===== src/hdl/umi_pkg.sv =====
// Shared UMI widths and grant encoding for single-beat transactions without opcode decoding
`default_nettype none

package umi_pkg;

   // Default field widths, overridden from the top level
   localparam int umi_aw_default = 64;  // Address width
   localparam int umi_cw_default = 32;  // Command word width
   localparam int umi_dw_default = 64;  // Data width, narrowed for light simulation

   // Which input currently owns the merged channel
   typedef enum logic [1:0] {
      grant_none = 2'b00,  // Nothing offered
      grant_resp = 2'b01,  // Response input, high priority
      grant_req  = 2'b10   // Request input, low priority
   } umi_grant_t;

endpackage

`default_nettype wire

===== src/hdl/umi_if.sv =====
// One UMI channel of a single-beat valid/ready transfer, fields held by the source until ready
`timescale 1ns/1ps
`default_nettype none

interface umi_if
  #(parameter int AW = umi_pkg::umi_aw_default,
    parameter int CW = umi_pkg::umi_cw_default,
    parameter int DW = umi_pkg::umi_dw_default);

   logic          valid;    // Beat offered
   logic [CW-1:0] cmd;      // Command word, passed untouched
   logic [AW-1:0] dstaddr;  // Destination address
   logic [AW-1:0] srcaddr;  // Source address
   logic [DW-1:0] data;     // Payload
   logic          ready;    // Receiver can take the beat

   // Sender side
   modport source (
      output valid, cmd, dstaddr, srcaddr, data,
      input  ready
   );

   // Receiver side
   modport sink (
      input  valid, cmd, dstaddr, srcaddr, data,
      output ready
   );

endinterface

`default_nettype wire


===== src/hdl/umi_combiner_top.sv =====
// Combiner plus output buffer on plain UMI ports, single-beat traffic with responses first
`timescale 1ns/1ps
`default_nettype none

module umi_combiner_top
  #(parameter int AW           = umi_pkg::umi_aw_default,
    parameter int CW           = umi_pkg::umi_cw_default,
    parameter int DW           = umi_pkg::umi_dw_default,
    parameter int STARVE_LIMIT = 4)
   (input  logic          clk,
    input  logic          reset,
    // Input 0, responses
    input  logic          umi_resp_in_valid,
    input  logic [CW-1:0] umi_resp_in_cmd,
    input  logic [AW-1:0] umi_resp_in_dstaddr,
    input  logic [AW-1:0] umi_resp_in_srcaddr,
    input  logic [DW-1:0] umi_resp_in_data,
    output logic          umi_resp_in_ready,
    // Input 1, requests
    input  logic          umi_req_in_valid,
    input  logic [CW-1:0] umi_req_in_cmd,
    input  logic [AW-1:0] umi_req_in_dstaddr,
    input  logic [AW-1:0] umi_req_in_srcaddr,
    input  logic [DW-1:0] umi_req_in_data,
    output logic          umi_req_in_ready,
    // Merged and registered output
    output logic          umi_out_valid,
    output logic [CW-1:0] umi_out_cmd,
    output logic [AW-1:0] umi_out_dstaddr,
    output logic [AW-1:0] umi_out_srcaddr,
    output logic [DW-1:0] umi_out_data,
    input  logic          umi_out_ready);

   umi_if #(.AW(AW), .CW(CW), .DW(DW)) resp_ch ();
   umi_if #(.AW(AW), .CW(CW), .DW(DW)) req_ch ();
   umi_if #(.AW(AW), .CW(CW), .DW(DW)) merged_ch ();  // Combiner to buffer
   umi_if #(.AW(AW), .CW(CW), .DW(DW)) out_ch ();     // Buffer to plain ports

   assign resp_ch.valid     = umi_resp_in_valid;
   assign resp_ch.cmd       = umi_resp_in_cmd;
   assign resp_ch.dstaddr   = umi_resp_in_dstaddr;
   assign resp_ch.srcaddr   = umi_resp_in_srcaddr;
   assign resp_ch.data      = umi_resp_in_data;
   assign umi_resp_in_ready = resp_ch.ready;

   assign req_ch.valid      = umi_req_in_valid;
   assign req_ch.cmd        = umi_req_in_cmd;
   assign req_ch.dstaddr    = umi_req_in_dstaddr;
   assign req_ch.srcaddr    = umi_req_in_srcaddr;
   assign req_ch.data       = umi_req_in_data;
   assign umi_req_in_ready  = req_ch.ready;

   umi_combiner #(.AW(AW), .CW(CW), .DW(DW), .STARVE_LIMIT(STARVE_LIMIT)) umi_combiner_inst (
      .clk   (clk),
      .reset (reset),
      .resp  (resp_ch.sink),
      .req   (req_ch.sink),
      .out   (merged_ch.source)
   );

   umi_out_buffer #(.AW(AW), .CW(CW), .DW(DW)) umi_out_buffer_inst (
      .clk   (clk),
      .reset (reset),
      .in    (merged_ch.sink),
      .out   (out_ch.source)
   );

   assign umi_out_valid   = out_ch.valid;
   assign umi_out_cmd     = out_ch.cmd;
   assign umi_out_dstaddr = out_ch.dstaddr;
   assign umi_out_srcaddr = out_ch.srcaddr;
   assign umi_out_data    = out_ch.data;
   assign out_ch.ready    = umi_out_ready;

endmodule

`default_nettype wire


===== src/hdl/umi_out_buffer.sv =====
// Two-entry skid buffer with registered outputs, in-order and one cycle latency when empty
`timescale 1ns/1ps
`default_nettype none

module umi_out_buffer
  #(parameter int AW = umi_pkg::umi_aw_default,
    parameter int CW = umi_pkg::umi_cw_default,
    parameter int DW = umi_pkg::umi_dw_default)
   (input logic   clk,
    input logic   reset,
    umi_if.sink   in,
    umi_if.source out);

   logic          main_valid;  // Output register holds a beat
   logic [CW-1:0] main_cmd;
   logic [AW-1:0] main_dstaddr;
   logic [AW-1:0] main_srcaddr;
   logic [DW-1:0] main_data;
   logic          skid_valid;  // Second entry used, buffer full
   logic [CW-1:0] skid_cmd;
   logic [AW-1:0] skid_dstaddr;
   logic [AW-1:0] skid_srcaddr;
   logic [DW-1:0] skid_data;
   logic          accept;      // Input beat taken this edge
   logic          main_load;   // Output register free or draining

   assign in.ready  = !skid_valid;  // Registered, high while one entry free
   assign accept    = in.valid && !skid_valid;
   assign main_load = !main_valid || out.ready;

   always_ff @(posedge clk) begin
      if (reset) begin
         main_valid <= 1'b0;
         skid_valid <= 1'b0;
      end else if (main_load) begin
         main_valid <= skid_valid || accept;  // Skid first, keeps order
         skid_valid <= 1'b0;
      end else if (accept) begin
         skid_valid <= 1'b1;  // Output stalled, park the beat
      end
   end

   // Payload path
   always_ff @(posedge clk) begin
      if (main_load && skid_valid) begin
         main_cmd     <= skid_cmd;
         main_dstaddr <= skid_dstaddr;
         main_srcaddr <= skid_srcaddr;
         main_data    <= skid_data;
      end else if (main_load && accept) begin
         main_cmd     <= in.cmd;
         main_dstaddr <= in.dstaddr;
         main_srcaddr <= in.srcaddr;
         main_data    <= in.data;
      end
      if (!main_load && accept) begin
         skid_cmd     <= in.cmd;
         skid_dstaddr <= in.dstaddr;
         skid_srcaddr <= in.srcaddr;
         skid_data    <= in.data;
      end
   end

   assign out.valid   = main_valid;
   assign out.cmd     = main_cmd;
   assign out.dstaddr = main_dstaddr;
   assign out.srcaddr = main_srcaddr;
   assign out.data    = main_data;

endmodule

`default_nettype wire


===== src/hdl/umi_combiner.sv =====
// 2:1 UMI priority combiner with locked grants and starvation relief, no routing or bursts
`timescale 1ns/1ps
`default_nettype none

module umi_combiner
  #(parameter int AW           = umi_pkg::umi_aw_default,
    parameter int CW           = umi_pkg::umi_cw_default,
    parameter int DW           = umi_pkg::umi_dw_default,
    parameter int STARVE_LIMIT = 4)
   (input logic   clk,
    input logic   reset,
    umi_if.sink   resp,   // Input 0, high priority
    umi_if.sink   req,    // Input 1, low priority
    umi_if.source out);
   import umi_pkg::*;

   umi_grant_t grant;   // Owner of the merged channel
   logic       xfer;    // Merged beat transfers
   logic       relief;  // Request is overdue

   umi_arbiter umi_arbiter_inst (
      .clk        (clk),
      .reset      (reset),
      .resp_valid (resp.valid),
      .req_valid  (req.valid),
      .out_ready  (out.ready),
      .relief     (relief),
      .grant      (grant),
      .xfer       (xfer)
   );

   umi_starve_timer #(.STARVE_LIMIT(STARVE_LIMIT)) umi_starve_timer_inst (
      .clk       (clk),
      .reset     (reset),
      .xfer      (xfer),
      .req_valid (req.valid),
      .grant     (grant),
      .relief    (relief)
   );

   // Steering and pushback
   umi_mux #(.AW(AW), .CW(CW), .DW(DW)) umi_mux_inst (
      .grant (grant),
      .resp  (resp),
      .req   (req),
      .out   (out)
   );

endmodule

`default_nettype wire


===== src/hdl/umi_mux.sv =====
// Combinational 2:1 field select by grant, ready goes back to the granted input only
`timescale 1ns/1ps
`default_nettype none

module umi_mux
  #(parameter int AW = umi_pkg::umi_aw_default,
    parameter int CW = umi_pkg::umi_cw_default,
    parameter int DW = umi_pkg::umi_dw_default)
   (input umi_pkg::umi_grant_t grant,
    umi_if.sink                resp,
    umi_if.sink                req,
    umi_if.source              out);
   import umi_pkg::*;

   logic          sel_req;  // Request owns the output
   logic [CW-1:0] sel_cmd;
   logic [AW-1:0] sel_dstaddr;
   logic [AW-1:0] sel_srcaddr;
   logic [DW-1:0] sel_data;

   assign sel_req = (grant == grant_req);

   // Fields follow the owner, resp by default when idle
   assign sel_cmd     = sel_req ? req.cmd : resp.cmd;
   assign sel_dstaddr = sel_req ? req.dstaddr : resp.dstaddr;
   assign sel_srcaddr = sel_req ? req.srcaddr : resp.srcaddr;
   assign sel_data    = sel_req ? req.data : resp.data;

   assign out.cmd     = sel_cmd;
   assign out.dstaddr = sel_dstaddr;
   assign out.srcaddr = sel_srcaddr;
   assign out.data    = sel_data;

   // No grant means no valid
   assign out.valid = (grant == grant_resp && resp.valid) || (sel_req && req.valid);

   // Flow-through pushback
   assign resp.ready = (grant == grant_resp) && out.ready;
   assign req.ready  = sel_req && out.ready;

endmodule

`default_nettype wire


===== src/hdl/umi_starve_timer.sv =====
// Counts response wins over a waiting request, STARVE_LIMIT must be 1 or more
`timescale 1ns/1ps
`default_nettype none

module umi_starve_timer
  #(parameter int STARVE_LIMIT = 4)
   (input  logic                clk,
    input  logic                reset,
    input  logic                xfer,       // Merged transfer strobe
    input  logic                req_valid,  // Request is waiting
    input  umi_pkg::umi_grant_t grant,
    output logic                relief);    // Registered, let one request win
   import umi_pkg::*;

   localparam int cnt_w = $clog2(STARVE_LIMIT + 1);
   localparam logic [cnt_w-1:0] limit = cnt_w'(STARVE_LIMIT);

   logic [cnt_w-1:0] count;
   logic [cnt_w-1:0] count_next;

   always_comb begin
      count_next = count;
      if (xfer) begin
         if (grant == grant_resp && req_valid) begin
            // Saturate once relief is due
            count_next = (count == limit) ? limit : count + 1'b1;
         end else begin
            count_next = '0;  // Request moved or nobody was waiting
         end
      end
   end

   always_ff @(posedge clk) begin
      if (reset) begin
         count  <= '0;
         relief <= 1'b0;
      end else begin
         count  <= count_next;
         relief <= (count_next == limit);  // Drops with the request transfer
      end
   end

endmodule

`default_nettype wire


===== src/hdl/umi_arbiter.sv =====
// Fixed-priority 2:1 grant with lock under stall, assumes sources hold valid until transfer
`timescale 1ns/1ps
`default_nettype none

module umi_arbiter (
   input  logic                clk,
   input  logic                reset,
   input  logic                resp_valid,  // High priority input offering
   input  logic                req_valid,   // Low priority input offering
   input  logic                out_ready,   // Merged channel can accept
   input  logic                relief,      // Starvation timer says let req through
   output umi_pkg::umi_grant_t grant,
   output logic                xfer         // Merged beat moves this edge
);
   import umi_pkg::*;

   typedef enum logic [1:0] {
      idle,
      lock_resp,
      lock_req
   } state_t;

   state_t     state;
   state_t     state_next;
   umi_grant_t grant_idle;   // Fresh priority pick
   logic       grant_valid;  // Granted input is offering

   // Priority pick, relief lets a waiting request jump ahead once
   always_comb begin
      if (relief && req_valid) begin
         grant_idle = grant_req;
      end else if (resp_valid) begin
         grant_idle = grant_resp;
      end else if (req_valid) begin
         grant_idle = grant_req;
      end else begin
         grant_idle = grant_none;
      end
   end

   // Locked states hold the owner of a stalled beat
   always_comb begin
      case (state)
         lock_resp: grant = grant_resp;
         lock_req:  grant = grant_req;
         default:   grant = grant_idle;  // Combinational in idle
      endcase
   end

   assign grant_valid = (grant == grant_resp && resp_valid) ||
                        (grant == grant_req && req_valid);
   assign xfer = grant_valid && out_ready;  // Same as merged valid & ready

   always_comb begin
      state_next = state;
      case (state)
         idle: begin
            // Chosen beat stalls so pin the grant
            if (grant_valid && !out_ready) begin
               state_next = (grant == grant_resp) ? lock_resp : lock_req;
            end
         end
         default: begin
            if (xfer) begin
               state_next = idle;  // Stalled beat finally left
            end
         end
      endcase
   end

   always_ff @(posedge clk) begin
      if (reset) begin
         state <= idle;
      end else begin
         state <= state_next;
      end
   end

endmodule

`default_nettype wire


===== config.mk =====
export PLATFORM = sky130hd
export DESIGN_NAME = umi_combiner_top
export DESIGN_NICKNAME = d
export VERILOG_FILES = /design/src/hdl/umi_pkg.sv /design/src/hdl/umi_if.sv /design/src/hdl/umi_combiner_top.sv /design/src/hdl/umi_out_buffer.sv /design/src/hdl/umi_combiner.sv /design/src/hdl/umi_mux.sv /design/src/hdl/umi_starve_timer.sv /design/src/hdl/umi_arbiter.sv
export SDC_FILE = /design/constraint.sdc
export NUM_CORES = 1
export LEC_CHECK = 0
export BUFFER_PORTS_ARGS = -buffer_cell sky130_fd_sc_hd__buf_2
export CAP_MARGIN = 20
export CORE_AREA = 3 3 266 268
export CTS_BUF_LIST = sky130_fd_sc_hd__clkbuf_8 sky130_fd_sc_hd__clkbuf_16
export DETAILED_ROUTE_END_ITERATION = 10
export DIE_AREA = 0 0 269 271
export PLACE_DENSITY = 0.53
export SYNTH_ARGS = -nofsm -noshare
export SYNTH_HDL_FRONTEND = slang
export SYNTH_HIERARCHICAL = 1
export SYNTH_SLANG_ARGS = --single-unit

===== constraint.sdc =====
create_clock -name clk -period 25.1 [get_ports clk]
set_input_delay 2.51 -clock clk [delete_from_list [all_inputs] [get_ports clk]]
set_output_delay 2.51 -clock clk [all_outputs]
set_load 0.01 [all_outputs]

**Yosys cells after proc, flatten, opt, wreduce, memory -nomap -nowiden**

Index checks and enable logic that the tools add are counted.

- Add/sub/neg operators: 1
- Equality and inequality tests: 7
- Muxes and demuxes: 23
- Reduce and logical (&&, ||, !) cells: 22

Operator list:

| operator | number |
|---|---|
| $mux 64 | 9 |
| $mux 32 | 3 |
| $mux 2 | 7 |
| $logic_and 1x1->1 | 11 |
| $mux 3 | 3 |
| $eq 3x3->1 const B | 2 |
| $eq 2x1->1 const B | 2 |
| $eq 2x2->1 const B | 2 |
| $pmux 2 s2 | 1 |
| $reduce_bool 2->1 | 2 |
| $add 3x1->3 const B | 1 |
| $logic_not 1->1 | 3 |
| $logic_or 1x1->1 | 3 |
| $logic_not 2->1 | 1 |
| $ne 2x2->1 const B | 1 |
| $reduce_and 2->1 | 1 |
| $reduce_or 2->1 | 1 |

- Bits in registers: 456
- Bits of input ports: 453
- Output and inout bits: 227
- Word-level logic and storage cells: 66

**Logic depth before layout (Yosys ltp)**

- Depth in word-level cells: 11
- Depth in mapped cells: 12
- Mapped depth without buffers: 9

**Cells and area by module**

The synthesis kept the hierarchy.

By module, submodules not included:

| module | instances | cells each | area each (µm²) | seq. area each (µm²) |
|---|---|---|---|---|
| umi_out_buffer | 1 | 706 | 16,300.6 | 13,492.9 |
| umi_mux | 1 | 255 | 3,348.2 | 0.0 |
| umi_arbiter | 1 | 31 | 244.0 | 40.0 |
| umi_starve_timer | 1 | 19 | 192.7 | 80.1 |

**Worst setup path before layout**

Ideal clock, no wire load.

- Kind: input-to-reg
- Start: in umi_resp_in_valid
- End: reg umi_out_buffer_inst.skid_cmd[0] (enable)
- Arrival: 19,890 ps
- Data required time: 23,972 ps
- Path slack: 4,082 ps
- Stages on the path: 8
- Path buffers: 3
- Cells stage by stage: nor2b_1 o21ai_0 nor2b_2 buf_6 buf_6 buf_6 o2bb2ai_1 nor3b_1

- Word-level cells in the longest chain between the ends: 8

RTL lines:

| item | line | source |
|---|---|---|
| from (decl) | umi_combiner_top.sv:13 | `input logic umi_resp_in_valid,` |
| $mux 2 * | umi_arbiter.sv:32 | `end else if (resp_valid) begin` |
| $mux 2 * | umi_arbiter.sv:30 | `if (relief && req_valid) begin` |
| $pmux 2 s2 * | umi_arbiter.sv:43 | `case (state)` |
| net umi_combiner_inst.grant[1] | umi_combiner.sv:17 | `umi_grant_t grant;` |
| $eq 2x1->1 / $eq 2x2->1 (equally long branches) | umi_mux.sv:35, umi_mux.sv:21 |  |
| $logic_and 1x1->1 | umi_mux.sv:35 | `assign out.valid = (grant == grant_resp && resp.valid) \|\| (sel_req && req.valid);` |
| $logic_or 1x1->1 * | umi_mux.sv:35 |  |
| net merged_ch.valid | umi_if.sv:10 | `logic valid;` |
| $logic_and 1x1->1 * | umi_out_buffer.sv:28 | `assign accept = in.valid && !skid_valid;` |
| $logic_and 1x1->1 * | umi_out_buffer.sv:56 | `if (!main_load && accept) begin` |
| to (signal assigned) | umi_out_buffer.sv:57 | `skid_cmd <= in.cmd;` |
| to (decl) | umi_out_buffer.sv:20 | `logic [CW-1:0] skid_cmd;` |

Mark *: on every way through the listed nets, which the timed path passes. The rest lies on a longest branch.
A chain may end at the register's enable or synchronous reset.

**Worst setup path in the final report**

- Start: in umi_resp_in_valid
- End: out umi_req_in_ready

- Word-level cells in the longest chain between the ends: 5

RTL lines:

| item | line | source |
|---|---|---|
| $mux 2 | umi_arbiter.sv:32 |  |
| $mux 2 | umi_arbiter.sv:30 |  |
| $pmux 2 s2 | umi_arbiter.sv:43 |  |
| net umi_combiner_inst.grant[1] | umi_combiner.sv:17 |  |
| $eq 2x2->1 | umi_mux.sv:21 | `assign sel_req = (grant == grant_req);` |
| $logic_and 1x1->1 | umi_mux.sv:39 | `assign req.ready = sel_req && out.ready;` |
| to (decl) | umi_combiner_top.sv:25 | `output logic umi_req_in_ready,` |

The timed path passes the listed nets, and every way through them passes these cells.

==> summary.txt <==
most common cell in the netlist: edfxtp_1
Pre-antenna DRT Iters: 4
RSZ-0062 raised after global routing: no
critical path data arrival time: 4.19 ns
CP startpoint kind: input pin
CTS tree: yes
Cell variety after synth: 36
Yosys warnings: 6
main area contributors after synthesis: edfxtp_1 67%, mux2_4 10%, mux2_1 9.0%, mux2_2 8.4%, buf_6 1.3%
Clock Skews: 0.01486 ns
Max VDD drop: 42.15 µV
Initial Util: 29.29%
CTS H-tree lvls: 2
DIE WIDTH: 269 µm
Max-slew headroom: 25.44%
Critical Path End Type: output pin
Clk Latency, worst-skew pair: 0.58 ns
switching part of the total: 22.61%
number of enable flip-flop cells after synthesis: 448
min-delay src: umi_combiner_inst/umi_arbiter_inst/state[0]$_SDFFE_PP0P_
count of hold-fix buffers inserted at cts: 0
Worst Tran Pin Value: 1.118 ns
most frequent cells after synthesis: 448 x edfxtp_1, 160 x mux2_1, 150 x mux2_2
ys flop type: edfxtp_1
CTS Buffer Depth: 3
Async SR Flop Fraction: 0%
Flop pwr share: 50.3%
Reg clk slew, reported paths: 0.06 ns
Cells after Synth: 1011
switching pwr: 0.3973 mW
fill count: 6517
Avg WL per Cell: 19.71 µm
gr usage total: 13.77%
HP Class: flop to flop
drt drc: 0
IO Count: 680
register area share after synthesis: 67.78%
Req. time, crit path: 22.59 ns
synth-to-layout area growth: 28.65%
Max Fclk: 149.2 MHz
global-route wire length before repair: 76230 µm
cts bufs inserted: 52
Cell Area, Synth: 20090 µm²
CP Max Fanout: 23
antenna viol nets, final: 0
total negative setup slack: 0 ns
Critical Path Source: umi_resp_in_valid
crit path kind: input pin to output pin
power per cell area: 68.01 nW/µm²
via/cell ratio: 4.320
syn_nets: 1469
final setup fails: 0
vias in the first global route: 12.29k
die height: 271 µm
leading area contributor after synthesis: edfxtp_1
largest net degree at the start of global routing: 161
Overall Power: 1.757 mW
Nets: 2163
status: finished clean
combinational share of power: 10.2%
grt ovf: 0
placer congestion estimate: 0.7705
antenna violations before repair: 7
Site Rows: 96
Die ar.: 72900 µm²
CORE AREA: 68590 µm²
total number of vias: 11.59k
Syn Area/Cell: 19.87 µm²
Tcrit/Tclk final: 26.71%
post-CTS sizing: 0
clock share of power: 39.5%
DRT Wirelength: 52870 µm
clock sinks: 456
Max Cap Viol: 0
dpl hpwl: 36940 µm
Leakage: 10.13 nW
final hold violations: 0
layout cell share with drive strength beyond 1: 60.58%
Critical R2R Launch: umi_combiner_inst/umi_arbiter_inst/state[0]$_SDFFE_PP0P_
Setup Fix Bufs, Post-CTS: 0
port bufs: 679
Root Driver: clkbuf_16
share of the synthesized area in the top cell type: 66.98%
cell internal pwr: 1.360 mW
Synth Register Bits: 456
count of final max-slew check failures: 0
Min Clock Period, post-route: 6.703 ns
DRT iter0 DRCs: 605
## per-layer routing
metal / vias to the layer above / routed length [µm] / part of all wire (%) / global-route usage, %
met5: - / 10 / 0.019 / 0
met4: 2 / 1458 / 2.8 / 4.411
met3: 93 / 3475 / 6.6 / 3.310
met2: 395 / 26820 / 51 / 24.47
met1: 5721 / 21110 / 40 / 16.28
li1: 5376 / - / - / -
## area by class of cell
cell class                 count  area, µm²  share of cell area (%)
antenna                        3      7.507                 0.02905
multi-input combinational    500       5976                   23.13
clock inverter                44      231.5                  0.8958
timing repair buffer         689       3498                   13.54
clock buffer                  53       1326                   5.133
sequential                   456      13610                   52.68
inverter                       6      22.52                 0.08716
tap                          931       1165                   4.508
## layout by cell type (no fill, tap or decap), types with 2 or more instances in the layout
cell / count
buf_2: 679
edfxtp_1: 448
mux2_1: 160
mux2_2: 150
mux2_4: 138
clkbuf_16: 53
inv_1: 24
clkinv_1: 11
nand2_1: 8
dfxtp_1: 8
buf_4: 8
clkinv_2: 7
a21oi_1: 5
ha_1: 5
inv_6: 4
o21ai_0: 4
nor2_1: 4
diode_2: 3
o21ai_2: 3
nor2b_2: 2
a2bb2oi_1: 2
buf_12: 2
## cell families (layout without fill, tap and decap cells)
family	count (synthesis)	count (layout)	share of synthesized area (%)
fa+ha+maj	5	5	0.3115
mux	448	448	27.70
compound gates	20	20	0.7601
buf+inv	55	792	2.629
other cells	0	3	0
simple gates	26	26	0.7849
xor+xnor	1	1	0.04361
flops	456	456	67.78
## sequential cells by signal, summed over array words and instances, names as in the netlist
register                                        cells
umi_out_buffer_inst/skid_cmd                       32
umi_out_buffer_inst/skid_data                      64
umi_out_buffer_inst/out.dstaddr                    64
umi_combiner_inst/umi_starve_timer_inst/count       3
umi_out_buffer_inst/out.cmd                        32
umi_out_buffer_inst/skid_srcaddr                   64
umi_out_buffer_inst/out.valid                       1
umi_combiner_inst/umi_arbiter_inst/state            2
umi_out_buffer_inst/out.data                       64
umi_combiner_inst/umi_starve_timer_inst/relief      1
umi_out_buffer_inst/skid_dstaddr                   64
umi_out_buffer_inst/skid_valid                      1
umi_out_buffer_inst/out.srcaddr                    64
## path summary, 6_finish.rpt
| check | endpoint | slack, ns | depth (start not counted) |
|---|---|---|---|
| worst max-delay path | umi_req_in_ready | 18.40 | 6 |
| worst min-delay path | umi_combiner_inst/umi_arbiter_inst/state[0]$_SDFFE_PP0P_ | 0.51 | 2 |
| worst max register to register | umi_out_buffer_inst/skid_cmd[27]$_DFFE_PP_ | 20.19 | 10 |
| worst min register to register | umi_combiner_inst/umi_arbiter_inst/state[0]$_SDFFE_PP0P_ | 0.51 | 2 |
## power groups by stage
stage / registers, mW / clock network [mW] / logic (mW)
2_1_floorplan: 0.920 / 0 / 0.0829
3_3_place_gp: 0.900 / 0 / 0.179
3_5_place_dp: 0.900 / 0 / 0.183
4_1_cts: 0.884 / 0.727 / 0.183
5_1_grt: 0.886 / 0.756 / 0.194
6_report: 0.884 / 0.695 / 0.179
## worst max-delay path: stages
cell,delay [ns]
buf_2,0.12
nor2b_1,0.14
o21ai_0,0.35
nor2b_4,0.73
and2_1,0.21
buf_2,0.13
## per-stage QoR
stage / hold WS [ns] / setup WS [ns] / utilization, % / cell area (µm²) / instances
2_1_floorplan: 0.4640 / 4.082 / - / 20090 / 1011
3_3_place_gp: 0.4827 / 18.43 / 35.39 / 24270 / 2582
3_5_place_dp: 0.4987 / 18.38 / 35.39 / 24270 / 2582
4_1_cts: 0.5056 / 18.39 / 37.66 / 25830 / 2679
5_1_grt: 0.5308 / 18.26 / 37.67 / 25840 / 2681
6_report: 0.5124 / 18.40 / 37.68 / 25840 / 2682
(Power assumes the default switching activity.)
